--- config.mk ---
export PLATFORM = sky130hd
export DESIGN_NAME = dsi_packet_assembler
export DESIGN_NICKNAME = d
export VERILOG_FILES = /design/src/dsi_pkg.sv /design/src/crc_byte_lane.sv /design/src/packet_sequencer.sv /design/src/crc_word_packer.sv /design/src/dsi_packet_assembler.sv
export SDC_FILE = /design/constraint.sdc
export NUM_CORES = 1
export LEC_CHECK = 0
export BUFFER_PORTS_ARGS = -buffer_cell sky130_fd_sc_hd__buf_4
export CORE_MARGIN = 4
export CORE_UTILIZATION = 25
export CTS_BUF_LIST = sky130_fd_sc_hd__clkbuf_16
export CTS_CLUSTER_DIAMETER = 50
export DETAILED_ROUTE_END_ITERATION = 16
export GPL_TIMING_DRIVEN = 0
export MAX_ROUTING_LAYER = met4
export PLACE_DENSITY = 0.46
export SYNTH_ARGS = -nofsm -noshare
export SYNTH_HDL_FRONTEND = slang
export SYNTH_SLANG_ARGS = --single-unit
export TNS_END_PERCENT = 10
--- constraint.sdc ---
create_clock -name clk_sys -period 9.93 [get_ports clk_sys]
set_input_delay 0.993 -clock clk_sys [delete_from_list [all_inputs] [get_ports clk_sys]]
set_output_delay 0.993 -clock clk_sys [all_outputs]
set_load 0.01 [all_outputs]
--- src/dsi_pkg.sv ---
package dsi_pkg;

    // bytes in one user FIFO word and in one lanes controller word
    localparam int unsigned BYTES_PER_WORD = 4;

    localparam logic [15:0] CRC_INIT           = 16'hFFFF; // payload checksum seed
    localparam logic [15:0] CRC_POLY_REFLECTED = 16'h8408; // x^16 + x^12 + x^5 + 1, lsb first

    // low nibbles of the data types that carry a word count and a payload
    localparam logic [3:0] DT_NIB_LONG_WRITE = 4'h9; // null, blanking, generic and DCS long write
    localparam logic [3:0] DT_NIB_PIXEL_D    = 4'hD; // packed pixel streams
    localparam logic [3:0] DT_NIB_PIXEL_E    = 4'hE; // packed and loosely packed pixel streams

    // parity masks over the 24 header bits, entry n gives ECC bit n
    localparam logic [5:0][23:0] ECC_MASK = {
        24'hEFFC00,
        24'hDF03F0,
        24'hB8E38E,
        24'h749A6D,
        24'hF2555B,
        24'hF12CB7
    };

    // one FIFO word seen either as a packet header or as four payload bytes
    typedef union packed {
        struct packed {
            logic [7:0]  spare;      // ECC goes here on the way out
            logic [15:0] word_count; // payload bytes of a long packet
            logic [7:0]  data_id;    // virtual channel and data type
        } hdr;
        logic [BYTES_PER_WORD-1:0][7:0] bytes; // byte 0 leaves first
    } usr_word_t;

    function automatic logic is_long_packet(input logic [7:0] data_id);
        logic [3:0] nib;
        nib = data_id[3:0];
        return (nib == DT_NIB_LONG_WRITE) ||
               (nib == DT_NIB_PIXEL_D) ||
               (nib == DT_NIB_PIXEL_E);
    endfunction

    // six bit hamming code of the header, top two bits stay zero
    function automatic logic [7:0] header_ecc(input logic [23:0] header);
        logic [7:0] ecc;
        ecc = 8'h00;
        for (int i = 0; i < 6; i++)
        begin
            ecc[i] = ^(header & ECC_MASK[i]);
        end
        return ecc;
    endfunction

endpackage

--- src/crc_byte_lane.sv ---
`timescale 1ns/1ps

module crc_byte_lane
    import dsi_pkg::*;
(
    input  logic [15:0] crc_in,
    input  logic [7:0]  data_byte,
    input  logic        byte_en,
    output logic [15:0] crc_out
);

    logic [15:0] crc_work;

    always_comb
    begin
        crc_work = crc_in ^ {8'h00, data_byte}; // byte enters at the lsb end
        for (int i = 0; i < 8; i++)
        begin
            if (crc_work[0])
                crc_work = (crc_work >> 1) ^ CRC_POLY_REFLECTED;
            else
                crc_work = crc_work >> 1;
        end
        crc_out = byte_en ? crc_work : crc_in; // disabled lanes pass the running value on
    end

endmodule

--- src/packet_sequencer.sv ---
`timescale 1ns/1ps

module packet_sequencer
    import dsi_pkg::*;
(
    input  logic                      clk_sys,
    input  logic                      reset_stop_read_data_hs,

    input  usr_word_t                 usr_fifo_data,
    input  logic                      usr_fifo_empty,
    output logic                      usr_fifo_read,

    input  logic                      seq_take,
    output usr_word_t                 seq_word,
    output logic [BYTES_PER_WORD-1:0] seq_byte_en,
    output logic                      seq_is_header,
    output logic                      seq_crc_last,
    output logic                      seq_valid
);

    localparam logic [1:0] ST_IDLE    = 2'd0;
    localparam logic [1:0] ST_HEADER  = 2'd1;
    localparam logic [1:0] ST_PAYLOAD = 2'd2;

    logic [1:0]                state;
    logic [15:0]               bytes_left; // payload bytes not yet offered
    logic                      hdr_long;
    logic                      hdr_zero_count;
    logic [7:0]                hdr_ecc;
    logic [BYTES_PER_WORD-1:0] tail_en;

    // header view of the word at the FIFO head
    assign hdr_long       = is_long_packet(usr_fifo_data.hdr.data_id);
    assign hdr_zero_count = (usr_fifo_data.hdr.word_count == 16'd0);
    assign hdr_ecc        = header_ecc({usr_fifo_data.hdr.word_count, usr_fifo_data.hdr.data_id});

    // byte lanes of a partly filled last word
    always_comb
    begin
        case (bytes_left[1:0])
            2'd1:    tail_en = 4'b0001;
            2'd2:    tail_en = 4'b0011;
            2'd3:    tail_en = 4'b0111;
            default: tail_en = 4'b1111;
        endcase
    end

    always_comb
    begin
        seq_word      = usr_fifo_data;
        seq_byte_en   = '1;
        seq_is_header = 1'b0;
        seq_crc_last  = 1'b0;
        seq_valid     = 1'b0;
        case (state)
            ST_HEADER:
            begin
                seq_word.hdr.spare = hdr_ecc; // spare byte carries the ECC
                seq_is_header      = 1'b1;
                seq_crc_last       = hdr_long && hdr_zero_count; // checksum follows at once
                seq_valid          = !usr_fifo_empty;
            end
            ST_PAYLOAD:
            begin
                seq_word.bytes = usr_fifo_data.bytes;
                if (bytes_left < 16'(BYTES_PER_WORD))
                    seq_byte_en = tail_en;
                seq_crc_last = (bytes_left <= 16'(BYTES_PER_WORD));
                seq_valid    = !usr_fifo_empty; // an empty FIFO mid packet just waits
            end
            default:
            begin
                seq_valid = 1'b0;
            end
        endcase
    end

    assign usr_fifo_read = seq_take && seq_valid; // show-ahead, so the pop and the use coincide

    always_ff @(posedge clk_sys)
    begin
        if (reset_stop_read_data_hs)
        begin
            state      <= ST_IDLE;
            bytes_left <= 16'd0;
        end
        else
        begin
            case (state)
                ST_IDLE:
                begin
                    if (!usr_fifo_empty)
                        state <= ST_HEADER;
                end
                ST_HEADER:
                begin
                    if (seq_take)
                    begin
                        if (hdr_long && !hdr_zero_count)
                        begin
                            state      <= ST_PAYLOAD;
                            bytes_left <= usr_fifo_data.hdr.word_count;
                        end
                        else
                        begin
                            state <= ST_IDLE; // short packet or empty payload is done
                        end
                    end
                end
                ST_PAYLOAD:
                begin
                    if (seq_take)
                    begin
                        if (seq_crc_last)
                            state <= ST_IDLE;
                        else
                            bytes_left <= bytes_left - 16'(BYTES_PER_WORD);
                    end
                end
                default:
                begin
                    state <= ST_IDLE;
                end
            endcase
        end
    end

endmodule

--- src/crc_word_packer.sv ---
`timescale 1ns/1ps

module crc_word_packer
    import dsi_pkg::*;
(
    input  logic                      clk_sys,
    input  logic                      reset_stop_read_data_hs,

    input  usr_word_t                 seq_word,
    input  logic [BYTES_PER_WORD-1:0] seq_byte_en,
    input  logic                      seq_is_header,
    input  logic                      seq_crc_last,
    input  logic                      seq_valid,
    output logic                      seq_take,

    output logic [15:0]               crc_state,
    input  logic [15:0]               crc_next,

    output logic [31:0]               iface_write_data,
    output logic [3:0]                iface_write_strb,
    output logic                      iface_write_rqst,
    output logic                      iface_last_word,
    input  logic                      iface_data_rqst
);

    logic        out_valid;    // a word is on the lanes controller bus
    logic [31:0] out_data;
    logic [3:0]  out_strb;
    logic        out_last;
    logic        write_rqst_q;
    logic [15:0] crc_q;
    logic [15:0] carry_bytes;  // checksum bytes that did not fit the last word
    logic [1:0]  carry_cnt;

    logic        advance;
    logic [2:0]  byte_cnt;
    logic [2:0]  total_cnt;
    logic [15:0] crc_final;
    logic [31:0] masked_word;
    logic [47:0] merged;
    logic        word_last;

    function automatic logic [3:0] strb_from_count(input logic [2:0] cnt);
        logic [3:0] strb;
        case (cnt)
            3'd0:    strb = 4'b0000;
            3'd1:    strb = 4'b0001;
            3'd2:    strb = 4'b0011;
            3'd3:    strb = 4'b0111;
            default: strb = 4'b1111;
        endcase
        return strb;
    endfunction

    // the output register frees up when empty or when its word is taken
    assign advance  = !out_valid || iface_data_rqst;
    assign seq_take = advance && (carry_cnt == 2'd0) && seq_valid;

    assign byte_cnt  = {2'b00, seq_byte_en[0]} + {2'b00, seq_byte_en[1]} +
                       {2'b00, seq_byte_en[2]} + {2'b00, seq_byte_en[3]};
    assign total_cnt = byte_cnt + (seq_crc_last ? 3'd2 : 3'd0);
    assign crc_final = seq_is_header ? CRC_INIT : crc_next; // an empty payload keeps the seed

    always_comb
    begin
        for (int i = 0; i < BYTES_PER_WORD; i++)
        begin
            masked_word[8*i +: 8] = seq_byte_en[i] ? seq_word.bytes[i] : 8'h00;
        end
    end

    // checksum lands right after the last valid byte, low byte first
    always_comb
    begin
        merged = {16'h0000, masked_word};
        if (seq_crc_last)
            merged = merged | ({32'h0, crc_final} << {byte_cnt, 3'b000});
    end

    assign word_last = (seq_is_header && !is_long_packet(seq_word.hdr.data_id)) ||
                       (seq_crc_last && (total_cnt <= 3'd4));

    always_ff @(posedge clk_sys)
    begin
        if (reset_stop_read_data_hs)
        begin
            out_valid    <= 1'b0;
            out_strb     <= 4'b0000;
            out_last     <= 1'b0;
            write_rqst_q <= 1'b0;
            carry_cnt    <= 2'd0;
            crc_q        <= CRC_INIT;
        end
        else
        begin
            write_rqst_q <= seq_take && seq_is_header; // only the first cycle of the header word
            if (advance)
            begin
                if (carry_cnt != 2'd0)
                begin
                    out_valid <= 1'b1;
                    out_strb  <= strb_from_count({1'b0, carry_cnt});
                    out_last  <= 1'b1;
                    carry_cnt <= 2'd0;
                end
                else if (seq_valid)
                begin
                    out_valid <= 1'b1;
                    out_strb  <= strb_from_count(total_cnt);
                    out_last  <= word_last;
                    carry_cnt <= (total_cnt > 3'd4) ? 2'(total_cnt - 3'd4) : 2'd0;
                    crc_q     <= seq_is_header ? CRC_INIT : crc_next;
                end
                else
                begin
                    out_valid <= 1'b0;
                    out_strb  <= 4'b0000;
                    out_last  <= 1'b0;
                end
            end
        end
    end

    always_ff @(posedge clk_sys)
    begin
        if (advance)
        begin
            if (carry_cnt != 2'd0)
                out_data <= {16'h0000, carry_bytes};
            else if (seq_valid)
            begin
                out_data    <= merged[31:0];
                carry_bytes <= merged[47:32];
            end
        end
    end

    assign crc_state        = crc_q;
    assign iface_write_data = out_data;
    assign iface_write_strb = out_strb;
    assign iface_write_rqst = write_rqst_q;
    assign iface_last_word  = out_last;

endmodule

--- src/dsi_packet_assembler.sv ---
`timescale 1ns/1ps

module dsi_packet_assembler
    import dsi_pkg::*;
(
    input  logic        clk_sys,
    input  logic        reset_stop_read_data_hs,

    input  logic [31:0] usr_fifo_data,
    input  logic        usr_fifo_empty,
    output logic        usr_fifo_read,

    output logic [31:0] iface_write_data,
    output logic [3:0]  iface_write_strb,
    output logic        iface_write_rqst,
    output logic        iface_last_word,
    input  logic        iface_data_rqst
);

    usr_word_t                      seq_word;
    logic [BYTES_PER_WORD-1:0]      seq_byte_en;
    logic                           seq_is_header;
    logic                           seq_crc_last;
    logic                           seq_valid;
    logic                           seq_take;

    // entry 0 is the packer register, the last entry is the checksum after the whole word
    logic [BYTES_PER_WORD:0][15:0]  crc_chain;

    packet_sequencer u_sequencer (
        .clk_sys                 (clk_sys),
        .reset_stop_read_data_hs (reset_stop_read_data_hs),
        .usr_fifo_data           (usr_fifo_data),
        .usr_fifo_empty          (usr_fifo_empty),
        .seq_take                (seq_take),
        .usr_fifo_read           (usr_fifo_read),
        .seq_word                (seq_word),
        .seq_byte_en             (seq_byte_en),
        .seq_is_header           (seq_is_header),
        .seq_crc_last            (seq_crc_last),
        .seq_valid               (seq_valid)
    );

    genvar gi;
    for (gi = 0; gi < BYTES_PER_WORD; gi++)
    begin : g_crc_lane
        crc_byte_lane u_lane (
            .crc_in    (crc_chain[gi]),
            .data_byte (seq_word.bytes[gi]),
            .byte_en   (seq_byte_en[gi]),
            .crc_out   (crc_chain[gi+1])
        );
    end

    crc_word_packer u_packer (
        .clk_sys                 (clk_sys),
        .reset_stop_read_data_hs (reset_stop_read_data_hs),
        .seq_word                (seq_word),
        .seq_byte_en             (seq_byte_en),
        .seq_is_header           (seq_is_header),
        .seq_crc_last            (seq_crc_last),
        .seq_valid               (seq_valid),
        .crc_next                (crc_chain[BYTES_PER_WORD]),
        .iface_data_rqst         (iface_data_rqst),
        .seq_take                (seq_take),
        .crc_state               (crc_chain[0]),
        .iface_write_data        (iface_write_data),
        .iface_write_strb        (iface_write_strb),
        .iface_write_rqst        (iface_write_rqst),
        .iface_last_word         (iface_last_word)
    );

endmodule

==> impl_metrics.csv <==
group,metric,value,unit
outcome,status,"complete, no violations",
floorplan,std_cell_rows,65,
run,max_cap_violations,0,
detailed_routing,vias,7467,
detailed_routing,drc,0,
logic_synthesis,synth-seq-area-share,28.8,%
logic_synthesis,synth_cells,915,
clock_tree,clockRootBuffer,"clkbuf_16",
timing,tightestPinTransition,1270,ps
layout,nets,1060,
global_route,grt_pass1_wl,47500,um
timing,layout_min_cycle_time,6100,ps
logic_synthesis,async_flop_share,0,%
timing,rsz0062_at_grt,"no",
floorplan,coreArea,31600,um2
clock_tree,cts.hold.buffers_added,0,
logic_synthesis,synth_edf_count,48,
detailed_routing,first_iter_violations,663,
logic_synthesis,syn-cell-area,8000,um2
placed_design,portBuffers,73,
detailed_routing,first_pass_iters,5,
clock_tree,clk_path_buf_depth,2,
clock_tree,path_clk_slew,80,ps
logic_synthesis,netlist.area_leader.share,18.0,%
logic_synthesis,avgSynthCellArea,8.75,um2
layout,drive_above_1_share,13.2,%
global_route,grt-ovfl-total,0,
worst_hold_path,min_path_type,"flip-flop to flip-flop",
placed_design,place_hpwl,25400,um
floorplan,die_y,187,um
worst_setup_path,cpPeakStageDelay,1130,ps
worst_setup_path,cp.buffers_inverters,5,
global_route,grt_max_degree,33,
worst_setup_path,arrival,6300,ps
global_route,groute.usage.overall,18.4,%
global_route,grt_antenna_before_repair,1,
clock_tree,post_cts_resized,0,
logic_synthesis,yosysTopAreaCell,"edfxtp_1",
timing,relSlewSlack,14.9,%
logic_synthesis,synth_seq_cells,91,
floorplan,design.portCount,75,
worst_setup_path,start_kind,"flip-flop",
logic_synthesis,yosysWarnings,0,
clock_tree,cts_tree,"built",
clock_tree,cts.sinks,91,
detailed_routing,routed_wl,32000,um
timing,finClkSkew,12.7,ps
worst_setup_path,crit_required,10130,ps
detailed_routing,vias_per_cell,5.30,
worst_setup_path,endpoint_kind,"flip-flop",
logic_synthesis,synth.top_cells.by_area,"edfxtp_1 18%, dfxtp_1 11%, xnor2_1 9.0%",
worst_setup_path,path_cells,"inv_1 > ha_1 > nor4b_4 > nand3_1 > nor3_1 > inv_1 > clkbuf_1 > clkbuf_1 > fa_1 > clkinv_1 > nor3b_1 > nand3_1 > a21oi_1",
worst_setup_path,cp_slowest_cell,"nor3b_1",
worst_setup_path,crit_family,"simple AND/OR/NAND/NOR gates",
clock_tree,clock_latency,360,ps
layout,diodes,0,
worst_setup_path,crit_fanout,10,
floorplan,dieArea,34900,um2
timing,report.final.slew_viol_count,0,
timing,setup_violations,0,
floorplan,start_util,25.4,%
worst_setup_path,critical_path_class,"flip-flop to flip-flop",
timing,tns,0,ps
logic_synthesis,synth_cell_types,76,
timing,hold_viol,0,
floorplan,die_x,187,um
logic_synthesis,synth_fp_nets,974,
timing,fmax,0.164,GHz
placed_design,place_congestion,0.954,
timing,fin_crit_sh,61.4,%
clock_tree,htreeDepth,3,
global_route,grt_pass1_vias,7191,
clock_tree,numCtsBuffers,9,
layout,area_growth,17.1,%
detailed_routing,routedWlPerCell,22.7,um
logic_synthesis,synth_ff_type,"edfxtp_1",
clock_tree,cts_setup_buffers,0,
detailed_routing,ant_nets,0,
==> layer usage <==
metal	GRT usage (%)	routed length, um	vias up
li1	-	-	3468
met1	26.5	15300	3694
met2	27.5	14000	273
met3	2.11	1850	32
met4	4.78	795	0
met5	-	0	-
==> cells in the final DEF (no fill, tap or decap), types with 16 or more instances in the layout <==
cell,Yosys,final
a21oi_1,57,57
buf_4,0,74
dfxtp_1,43,43
nand2_1,102,102
nor3_1,31,30
ha_1,21,21
xnor3_1,21,21
nand3_1,42,42
o21ai_0,50,50
clkbuf_1,34,33
edfxtp_1,48,48
xor2_1,21,21
o211ai_1,16,16
nor2_1,78,77
mux2i_1,31,31
xnor2_1,82,82
inv_1,36,36
==> kinds of logic after synthesis <==
| kind of cell | synth area share [%] |
|---|---|
| xor+xnor | 22.2 |
| flops | 28.8 |
| simple gates | 19.5 |
| mux | 4.58 |
| fa+ha+maj | 3.78 |
| buf+inv | 3.88 |
| compound gates | 17.3 |
==> area by class of cell <==
cell class | instances | area (um2)
Clock buffer | 9 | 225
Multi-Input combinational cell | 742 | 5410
Timing Repair Buffer | 75 | 576
Inverter | 38 | 143
Fill cell | 3394 | 22200
Clock inverter | 7 | 48.8
Buffer | 44 | 169
Tap cell | 402 | 503
Sequential cell | 91 | 2300
==> worst reg2reg max path, stage by stage, from the launching register on <==
cell	delay, ps
dfxtp_1	370
inv_1	80
ha_1	230
nor4b_4	520
nand3_1	320
nor3_1	950
inv_1	150
clkbuf_1	300
clkbuf_1	390
fa_1	700
clkinv_1	350
nor3b_1	1130
nand3_1	220
a21oi_1	220
==> sequential cells by signal, summed over array words and instances (netlist names) <==
register / flops
u_packer.carry_bytes: 16
u_packer.carry_cnt: 2
u_packer.crc_state: 16
u_packer.iface_last_word: 1
u_packer.iface_write_data: 32
u_packer.iface_write_rqst: 1
u_packer.iface_write_strb: 4
u_packer.out_valid: 1
u_sequencer.bytes_left: 16
u_sequencer.state: 2
==> worst paths after layout <==
check                                                from                         to  slack (ps)  cells past startpoint
worst min register to register  u_sequencer.bytes_left[1]  u_sequencer.bytes_left[1]         510                      2
worst max register to register  u_sequencer.bytes_left[2]    u_packer.carry_bytes[0]        3830                     13
worst max-delay path            u_sequencer.bytes_left[2]    u_packer.carry_bytes[0]        3830                     13
worst min-delay path            u_sequencer.bytes_left[1]  u_sequencer.bytes_left[1]         510                      2
==> cells in the mapped netlist (all sizes together), types with 21 or more instances <==
master,number
xor2,22
inv,36
mux2i,32
a21oi,58
clkbuf,34
nor3,31
nand3,42
o21ai,54
dfxtp,43
ha,21
nor2,79
xnor2,92
edfxtp,48
xnor3,25
nand2,102
==> per-stage QoR <==
step                setup WS [ps]  utilization (%)  area [um2]  cells  hold slack (ps)
floorplan                    5270                -        8000    915              454
global placement             3580             28.7        9050   1390              476
detailed placement           3590             28.8        9100   1392              486
CTS                          3500             29.7        9370   1408              507
global route                 3540             29.7        9380   1408              526
finish                       3830             29.7        9380   1408              508
Power is not shown: default switching activity piles up to over one toggle a cycle in this logic, so the estimate is an artifact.
